--- src/mcd_settings.svh ---
// Constants shared by the host glue RTL and its testbench
// Stretch length must be a power of two since the counters wrap at zero
// Index classes compare against the low six download index bits only
`ifndef MCD_SETTINGS_SVH
`define MCD_SETTINGS_SVH

////////////////////////////////////////////////////////////////////////////
// CD drive link and stretch
////////////////////////////////////////////////////////////////////////////

// Status and command payload
`define MCD_CDD_PAYLOAD_W 40
// Receive pulse and CDC write strobe length in clk_sys cycles
`define MCD_STRETCH_CYCLES 8

////////////////////////////////////////////////////////////////////////////
// Cartridge header and download classes
////////////////////////////////////////////////////////////////////////////

// Region byte position in the cartridge header
`define MCD_HDR_REGION_ADDR 25'h1F0
`define MCD_HDR_CHAR_J 8'h4A
`define MCD_HDR_CHAR_U 8'h55

// Index 0 and 1 are both cartridge loads
`define MCD_IDX_CART_MAX 6'h01
`define MCD_IDX_CDC_DAT 6'h02
`define MCD_IDX_CDC_SUB 6'h03

////////////////////////////////////////////////////////////////////////////
// Keyboard codes and region codes
////////////////////////////////////////////////////////////////////////////

// Enter and Esc match on the low byte only
`define MCD_KEY_ENTER 8'h5A
`define MCD_KEY_ESC 8'h76
`define MCD_KEY_F1 9'h005
`define MCD_KEY_F2 9'h006
`define MCD_KEY_F3 9'h004

`define MCD_REGION_JP 2'd0
`define MCD_REGION_US 2'd1
`define MCD_REGION_EU 2'd2

`endif

--- src/mcd_pkg.sv ---
// Types shared by the host glue blocks
// Struct fields are listed MSB first and follow the host bus bit layout
// The key_region_t pulse field is named evt

`include "mcd_settings.svh"

package mcd_pkg;

	// Region code as carried in the core status word
	typedef logic [1:0] region_t;

	// Drive status or command record
	typedef logic [`MCD_CDD_PAYLOAD_W-1:0] cdd_payload_t;

	// Host keyboard word, strobe flips once per key event
	typedef struct packed {
		logic       strobe;
		logic       pressed;
		logic [8:0] code;
	} ps2_key_t;

	// Host to core drive status
	typedef struct packed {
		logic         toggle;
		logic [6:0]   spare;
		logic         dm;
		cdd_payload_t stat;
	} cdd_from_host_t;

	// Core to host drive command
	typedef struct packed {
		logic         toggle;
		logic [7:0]   pad;
		cdd_payload_t comm;
	} cdd_to_host_t;

	// Host download port
	typedef struct packed {
		logic        download;
		logic        wr;
		logic [7:0]  index;
		logic [24:0] addr;
		logic [15:0] data;
	} host_load_t;

	// Region request towards the core status word
	typedef struct packed {
		logic    set;
		region_t region;
	} region_req_t;

	// Region key event, evt is a one cycle pulse
	typedef struct packed {
		logic    evt;
		logic    set;
		region_t region;
	} key_region_t;

endpackage

--- src/cdd_link.sv ---
// CD drive status and command link to the host
// Each direction signals a new record by flipping its toggle bit
// Status payload and command word are held until the next record
`timescale 1ns/100ps
`include "mcd_settings.svh"

module cdd_link (
	input  logic                    clk_sys,
	input  logic                    reset_i,
	input  mcd_pkg::cdd_from_host_t cd_from_host_i,
	output mcd_pkg::cdd_to_host_t   cd_to_host_o,
	input  mcd_pkg::cdd_payload_t   cdd_comm_i,
	input  logic                    cdd_send_i,
	output mcd_pkg::cdd_payload_t   cdd_stat_o,
	output logic                    cdd_dm_o,
	output logic                    cdd_rec_o
);
	import mcd_pkg::*;

	localparam int CNT_W = $clog2(`MCD_STRETCH_CYCLES);

	// Receive side
	logic             tgl_seen;
	logic             rec_hit;
	logic [CNT_W-1:0] rec_cnt;

	// Send side
	logic             send_old;
	logic             send_rise;
	logic             tgl_out;
	cdd_payload_t     comm_q;

	////////////////////////////////////////////////////////////////////////////
	// Host to core status
	////////////////////////////////////////////////////////////////////////////

	// New record whenever host toggle differs from last one seen
	assign rec_hit = cd_from_host_i.toggle != tgl_seen;

	// Pulse restarts on every new record
	always_ff @(posedge clk_sys) begin
		if (reset_i) begin
			tgl_seen  <= 1'b1;
			rec_cnt   <= '0;
			cdd_rec_o <= 1'b0;
		end else if (rec_hit) begin
			tgl_seen  <= cd_from_host_i.toggle;
			rec_cnt   <= CNT_W'(`MCD_STRETCH_CYCLES - 1);
			cdd_rec_o <= 1'b1;
		end else if (rec_cnt != '0) begin
			rec_cnt <= rec_cnt - 1'b1;
		end else begin
			// Counter ran out, drop the pulse
			cdd_rec_o <= 1'b0;
		end
	end

	// Status record and data mode
	always_ff @(posedge clk_sys) begin
		if (rec_hit) begin
			cdd_stat_o <= cd_from_host_i.stat;
			cdd_dm_o   <= cd_from_host_i.dm;
		end
		if (send_rise) begin
			comm_q <= cdd_comm_i;
		end
	end

	////////////////////////////////////////////////////////////////////////////
	// Core to host command
	////////////////////////////////////////////////////////////////////////////

	// Rising edge of the core send strobe
	assign send_rise = cdd_send_i & ~send_old;

	always_ff @(posedge clk_sys) begin
		if (reset_i) begin
			send_old <= 1'b0;
			tgl_out  <= 1'b0;
		end else begin
			send_old <= cdd_send_i;
			if (send_rise) begin
				tgl_out <= ~tgl_out;
			end
		end
	end

	// Pad byte always zero
	assign cd_to_host_o = '{toggle: tgl_out, pad: 8'h00, comm: comm_q};

endmodule

--- src/cdc_feed.sv ---
// CD data and subcode feed from the host download port
// Each matching write becomes an eight cycle strobe for the CD controller
// Writes to other download classes are ignored
`timescale 1ns/100ps
`include "mcd_settings.svh"

module cdc_feed (
	input  logic                clk_sys,
	input  logic                reset_i,
	input  mcd_pkg::host_load_t load_i,
	output logic [15:0]         cdc_data_o,
	output logic                cdc_dat_wr_o,
	output logic                cdc_sc_wr_o
);
	localparam int CNT_W = $clog2(`MCD_STRETCH_CYCLES);

	logic             is_dat;
	logic             is_sub;
	logic             wr_hit;
	logic             wr_act;
	logic             sel_sub;
	logic [CNT_W-1:0] wr_cnt;

	// Download class decode
	assign is_dat = load_i.download & (load_i.index[5:0] == `MCD_IDX_CDC_DAT);
	assign is_sub = load_i.download & (load_i.index[5:0] == `MCD_IDX_CDC_SUB);
	assign wr_hit = load_i.wr & (is_dat | is_sub);

	// Stretch counter, a new write restarts it
	always_ff @(posedge clk_sys) begin
		if (reset_i) begin
			wr_act  <= 1'b0;
			sel_sub <= 1'b0;
			wr_cnt  <= '0;
		end else if (wr_hit) begin
			wr_act  <= 1'b1;
			sel_sub <= is_sub;
			wr_cnt  <= CNT_W'(`MCD_STRETCH_CYCLES - 1);
		end else if (wr_cnt != '0) begin
			wr_cnt <= wr_cnt - 1'b1;
		end else begin
			wr_act <= 1'b0;
		end
	end

	// Write data
	always_ff @(posedge clk_sys) begin
		if (wr_hit) begin
			cdc_data_o <= load_i.data;
		end
	end

	// Strobe goes to the latched class only
	assign cdc_dat_wr_o = wr_act & ~sel_sub;
	assign cdc_sc_wr_o  = wr_act & sel_sub;

endmodule

--- src/kbd_hotkeys.sv ---
// Keyboard hotkeys from the host key word
// Enter plus Esc flips the debug menu flag, F1 F2 F3 request a region
// Enter and Esc match on the low code byte, so keypad Enter counts too
`timescale 1ns/100ps
`include "mcd_settings.svh"

module kbd_hotkeys (
	input  logic                 clk_sys,
	input  logic                 reset_i,
	input  mcd_pkg::ps2_key_t    ps2_key_i,
	output logic                 dbg_menu_o,
	output mcd_pkg::key_region_t key_region_o
);
	import mcd_pkg::*;

	logic    stb_old;
	logic    stb_evt;
	logic    is_enter;
	logic    is_esc;
	logic    enter_held;
	logic    esc_held;
	logic    fkey_hit;
	region_t fkey_region;
	logic    key_evt;
	logic    key_set;
	region_t key_reg;

	// Last strobe level
	always_ff @(posedge clk_sys) begin
		stb_old <= ps2_key_i.strobe;
	end

	assign stb_evt  = stb_old ^ ps2_key_i.strobe;
	assign is_enter = ps2_key_i.code[7:0] == `MCD_KEY_ENTER;
	assign is_esc   = ps2_key_i.code[7:0] == `MCD_KEY_ESC;

	// Function key to region
	always_comb begin
		fkey_hit    = 1'b1;
		fkey_region = `MCD_REGION_JP;
		case (ps2_key_i.code)
			`MCD_KEY_F1: fkey_region = `MCD_REGION_JP;
			`MCD_KEY_F2: fkey_region = `MCD_REGION_US;
			`MCD_KEY_F3: fkey_region = `MCD_REGION_EU;
			default:     fkey_hit = 1'b0;
		endcase
	end

	// Held flags and debug menu toggle
	always_ff @(posedge clk_sys) begin
		if (reset_i) begin
			enter_held <= 1'b0;
			esc_held   <= 1'b0;
			dbg_menu_o <= 1'b0;
		end else begin
			if (stb_evt && is_enter) enter_held <= ps2_key_i.pressed;
			if (stb_evt && is_esc)   esc_held   <= ps2_key_i.pressed;
			// Both down, flip once and rearm
			if (enter_held && esc_held) begin
				dbg_menu_o <= ~dbg_menu_o;
				enter_held <= 1'b0;
				esc_held   <= 1'b0;
			end
		end
	end

	// Region key event pulse
	always_ff @(posedge clk_sys) begin
		if (reset_i) key_evt <= 1'b0;
		else key_evt <= stb_evt & fkey_hit;
	end

	// Press level and region of the last function key
	always_ff @(posedge clk_sys) begin
		if (stb_evt && fkey_hit) begin
			key_set <= ps2_key_i.pressed;
			key_reg <= fkey_region;
		end
	end

	assign key_region_o = '{evt: key_evt, set: key_set, region: key_reg};

endmodule

--- src/region_select.sv ---
// Region request from the cartridge header or the region keys
// Header region byte is sniffed while a cartridge is downloading
// Header result wins over a key event in the same cycle
`timescale 1ns/100ps
`include "mcd_settings.svh"

module region_select (
	input  logic                 clk_sys,
	input  logic                 reset_i,
	input  mcd_pkg::host_load_t  load_i,
	input  mcd_pkg::key_region_t key_region_i,
	output logic                 cart_loading_o,
	output mcd_pkg::region_req_t region_o
);
	import mcd_pkg::*;

	logic    cart_old;
	logic    cart_rise;
	logic    cart_fall;
	logic    hdr_hit;
	logic    hdr_j;
	logic    hdr_u;
	logic    hdr_ready;
	logic    ready_old;
	logic    ready_rise;
	logic    ready_fall;
	region_t hdr_region;

	////////////////////////////////////////////////////////////////////////////
	// Cartridge header sniffing
	////////////////////////////////////////////////////////////////////////////

	// Index 0 and 1 are cartridge loads
	assign cart_loading_o = load_i.download & (load_i.index[5:0] <= `MCD_IDX_CART_MAX);

	assign cart_rise = cart_loading_o & ~cart_old;
	assign cart_fall = ~cart_loading_o & cart_old;
	assign hdr_hit   = load_i.wr & cart_loading_o & (load_i.addr == `MCD_HDR_REGION_ADDR);

	always_ff @(posedge clk_sys) begin
		if (reset_i) begin
			cart_old  <= 1'b0;
			hdr_j     <= 1'b0;
			hdr_u     <= 1'b0;
			hdr_ready <= 1'b0;
		end else begin
			cart_old <= cart_loading_o;
			// Fresh download forgets the old header
			if (cart_rise) begin
				hdr_j     <= 1'b0;
				hdr_u     <= 1'b0;
				hdr_ready <= 1'b0;
			end
			if (cart_fall) hdr_ready <= 1'b0;
			if (hdr_hit) begin
				if (load_i.data[7:0] == `MCD_HDR_CHAR_J) hdr_j <= 1'b1;
				else if (load_i.data[7:0] == `MCD_HDR_CHAR_U) hdr_u <= 1'b1;
				hdr_ready <= 1'b1;
			end
		end
	end

	// US first, then JP, anything else is EU
	assign hdr_region = hdr_u ? `MCD_REGION_US : (hdr_j ? `MCD_REGION_JP : `MCD_REGION_EU);

	////////////////////////////////////////////////////////////////////////////
	// Request arbitration
	////////////////////////////////////////////////////////////////////////////

	assign ready_rise = hdr_ready & ~ready_old;
	assign ready_fall = ~hdr_ready & ready_old;

	always_ff @(posedge clk_sys) begin
		if (reset_i) begin
			ready_old <= 1'b0;
			region_o  <= '0;
		end else begin
			ready_old <= hdr_ready;
			if (key_region_i.evt) begin
				region_o.set    <= key_region_i.set;
				region_o.region <= key_region_i.region;
			end
			if (ready_rise) begin
				region_o.set    <= 1'b1;
				region_o.region <= hdr_region;
			end
			// Request released once the download is over
			if (ready_fall) region_o.set <= 1'b0;
		end
	end

endmodule

--- src/mcd_host_glue.sv ---
// Host side glue of the CD console core
// All blocks run on clk_sys with a synchronous active high reset
// No back-pressure on any host or core path
`timescale 1ns/100ps

module mcd_host_glue (
	input  logic                    clk_sys,
	input  logic                    reset_i,
	// Host ports
	input  mcd_pkg::host_load_t     load_i,
	input  mcd_pkg::ps2_key_t       ps2_key_i,
	input  mcd_pkg::cdd_from_host_t cd_from_host_i,
	output mcd_pkg::cdd_to_host_t   cd_to_host_o,
	// Core drive interface
	input  mcd_pkg::cdd_payload_t   cdd_comm_i,
	input  logic                    cdd_send_i,
	output mcd_pkg::cdd_payload_t   cdd_stat_o,
	output logic                    cdd_dm_o,
	output logic                    cdd_rec_o,
	// Core CD controller feed
	output logic [15:0]             cdc_data_o,
	output logic                    cdc_dat_wr_o,
	output logic                    cdc_sc_wr_o,
	// Menu and region
	output logic                    dbg_menu_o,
	output logic                    cart_loading_o,
	output mcd_pkg::region_req_t    region_o
);
	import mcd_pkg::*;

	// Key events towards the region arbiter
	key_region_t key_region;

	cdd_link i_cdd_link (
		.clk_sys        (clk_sys),
		.reset_i        (reset_i),
		.cd_from_host_i (cd_from_host_i),
		.cd_to_host_o   (cd_to_host_o),
		.cdd_comm_i     (cdd_comm_i),
		.cdd_send_i     (cdd_send_i),
		.cdd_stat_o     (cdd_stat_o),
		.cdd_dm_o       (cdd_dm_o),
		.cdd_rec_o      (cdd_rec_o)
	);

	cdc_feed i_cdc_feed (
		.clk_sys      (clk_sys),
		.reset_i      (reset_i),
		.load_i       (load_i),
		.cdc_data_o   (cdc_data_o),
		.cdc_dat_wr_o (cdc_dat_wr_o),
		.cdc_sc_wr_o  (cdc_sc_wr_o)
	);

	kbd_hotkeys i_kbd_hotkeys (
		.clk_sys      (clk_sys),
		.reset_i      (reset_i),
		.ps2_key_i    (ps2_key_i),
		.dbg_menu_o   (dbg_menu_o),
		.key_region_o (key_region)
	);

	region_select i_region_select (
		.clk_sys        (clk_sys),
		.reset_i        (reset_i),
		.load_i         (load_i),
		.key_region_i   (key_region),
		.cart_loading_o (cart_loading_o),
		.region_o       (region_o)
	);

endmodule

--- config.mk ---
export PLATFORM = sky130hd
export DESIGN_NAME = mcd_host_glue
export DESIGN_NICKNAME = d
export VERILOG_FILES = /design/src/mcd_pkg.sv /design/src/cdd_link.sv /design/src/cdc_feed.sv /design/src/kbd_hotkeys.sv /design/src/region_select.sv /design/src/mcd_host_glue.sv
export VERILOG_INCLUDE_DIRS = /design/src /design/src/src
export SDC_FILE = /design/constraint.sdc
export NUM_CORES = 1
export LEC_CHECK = 0
export BUFFER_PORTS_ARGS = -buffer_cell sky130_fd_sc_hd__buf_4
export CORE_MARGIN = 8
export CORE_UTILIZATION = 30
export DETAILED_ROUTE_END_ITERATION = 7
export HOLD_SLACK_MARGIN = 0.05
export SLEW_MARGIN = 20
export SYNTH_ARGS = -nofsm -noshare
export SYNTH_HDL_FRONTEND = slang
export SYNTH_HIERARCHICAL = 1
export SYNTH_SLANG_ARGS = --single-unit
--- constraint.sdc ---
create_clock -name clk_sys -period 4.6 [get_ports clk_sys]
set_clock_uncertainty 0.15 [all_clocks]
set_input_delay 0.23 -clock clk_sys [delete_from_list [all_inputs] [get_ports clk_sys]]
set_output_delay 0.23 -clock clk_sys [all_outputs]
set_load 0.02 [all_outputs]
==> metrics <==
multi-input logic area 777 um^2; GRT met1 Usage 13.7%; htree depth 4; R2R Path Start i_kbd_hotkeys/stb_old; Power Density 385 nW/um^2; port bufs 250; drt initial violations 103; Die W 137 um; clock transition at the registers of the reported paths 0.06 ns; Post-Syn Area 4370 um^2; vias in the first global route 3,972; # DRC 0; Worst Hold Class in2reg; Netlist cell types 41; dpl hpwl 9.72 mm; # resized after CTS 0; setup repair bufs after CTS 0; Worst slew margin 66.0%; final WL 13.4 mm; Final ANT Viol Nets 0; met2 GRT Util 25.4%; Critical Path Start load_i[19]; Main synth FF type edfxtp_1; first-pass iteration count of the detailed router 4; Final Hold Fails 0; Critical Path Fanout Max 2; I/O pin count 268; Die H 137 um; root buffer cell clkbuf_16; area delta synth->final 88.1%; FF+latch count, synth 125; critical path endpoint category flip-flop; Fin Setup TNS 0 ns; RSZ-0062 raised after global routing false; Synth Instances 247; Final WS setup 2.02 ns; FF/Latch Area 3500 um^2; core box area 14,400 um^2; final-layout fill cell count 1,141; YS warnings 6; Layout Cells excl Fill 827; Setup Viol. Count Final 0; GR Overflow Total 0; crit path time final 2.58 ns; sequential share of the synthesized area 80.2%; # diodes 0; DP Worst Slack 2.79 ns; CTS tree done; Total GRT Usage 14.2%; post-DR wirelength/cell 16.2 um; final worst-path cycle share 56.0%; Worst VDD drop 238 uV; crit path kind in2reg; Max Cap Viol 0; Cell Rows 44; met3 Use GR 6.53%; starting density of the core 30.4%; vias per inst 4.18; share of layout cells above drive strength 1 46.2%; per-instance average area after synthesis 17.7 um^2; Slew Limit Fails 0; CTS Sinks 125; Clock Path Buffers 2; pin count of the biggest net entering global routing 42; routability cong. 0.731; largest registers i_cdd_link/cdd_stat_o: 40 flops, i_cdd_link/comm_q: 40 flops, i_cdc_feed/cdc_data_o: 16 flops; status completed; placed cells 678; Arr. time, crit path 2.74 ns; first-pass GRT wire length 20.0 mm; asr flop ratio synth 0%; antenna violations before repair 0; worst-margin pin slew 0.511 ns; Worst Path Required 4.77 ns; # nets final 789; Top Usage Layer GRT met2; CP Launch Type primary input; Leak Pwr 3.48 nW; fmax 0.388 GHz; CTS Buf Count 17; vias 3,459; Worst-Skew Late Latency 0.41 ns; Post-synth EDFFs 100; worst min-delay path startpoint ps2_key_i[5]; die area 18,700 um^2
final timing paths:
kind,endpoint,slack [ns],cells past startpoint
min,i_kbd_hotkeys/enter_held,0.07,4
max,i_region_select/hdr_u,2.02,7
max reg2reg,i_kbd_hotkeys/key_evt,3.00,3
min reg2reg,i_cdd_link/cdd_rec_o,0.30,2
critical path, cell delays in order:
cell	delay, ns
dlygate4sd3_1	0.54
buf_4	0.13
nor4b_1	0.27
dlygate4sd3_1	0.58
nand4_1	0.13
dlygate4sd3_1	0.61
o32ai_1	0.26
cell usage after synthesis (3+ instances only):
cell | number | area [um^2]
a21oi_1 | 10 | 50.1
buf_4 | 11 | 82.6
dfxtp_1 | 25 | 500
edfxtp_1 | 100 | 3000
ha_1 | 5 | 62.6
inv_1 | 10 | 37.5
mux2i_1 | 7 | 70.1
nand2_1 | 8 | 30.0
nand2b_1 | 3 | 18.8
nand3b_1 | 3 | 22.5
nor2_1 | 12 | 45.0
nor2b_1 | 4 | 25.0
nor4_1 | 4 | 25.0
nor4b_1 | 4 | 35.0
xnor2_1 | 5 | 43.8
per-layer routing:
| metal | vias to the layer above | wire (um) |
|---|---|---|
| li1 | 1676 | - |
| met1 | 1575 | 4750 |
| met2 | 187 | 6900 |
| met3 | 21 | 1580 |
| met4 | 0 | 213 |
| met5 | - | 0 |
where the power goes:
group	leakage, nW	switching, mW	internal [mW]
registers	1.17	0.0251	1.30
logic	2.02	0.217	0.271
clock network	0.294	0.456	0.895
total	3.48	0.698	2.47
cell type report:
cell class	count	share of cell area, %
clock buffers	18	5.22
well taps	184	2.80
inverters	11	0.502
multi-input cells	107	9.45
flip-flops and latches	125	42.6
repair buffers	368	37.3
clock inverters	14	2.13
stage by stage:
stage | power (mW) | instance area, um^2 | util (%) | hold slack (ns)
after floorplan | 1.55 | 4400 | - | 0.108
after global placement | 1.74 | 6440 | 44.8 | 0.201
after detailed placement | 1.76 | 6440 | 44.8 | 0.204
after CTS | 3.21 | 8200 | 57.1 | 0.0533
after global routing | 3.30 | 8220 | 57.2 | 0.0711
final | 3.17 | 8220 | 57.2 | 0.0746
cell families (layout without fill, tap and decap cells):
kind of cell	Yosys count	in the layout	share of synthesized area (%)
DFF	125	125	80.2
and+or+nand+nor	61	61	9.19
buffers and inverters	22	411	2.83
AOI/OAI and AO/OA	17	17	2.58
muxes	9	9	2.29
adders and majority gates	6	6	1.66
xor gates and xnor gates	6	6	1.20
other	1	8	0.0858
cells in the final DEF, fill, tap and decap left out, drive strengths merged, types with 6 or more instances in the layout:
cell         Yosys  routed
buf             11     252
dlygate4sd3      0     116
edfxtp         100     100
dfxtp           25      25
clkbuf           0      18
nor2            12      12
a21oi           12      12
inv             11      11
clkinv           0       9
nand2            8       8
conb             1       8
mux2i            7       7
nor4             6       6
repair_timing:
item                                    4_1_cts  5_1_grt
hold buffers                                116        0
endpoints found under the setup margin        0        0
endpoints found under the hold margin       125        0
Note: power is estimated with default switching activity, not from simulation.
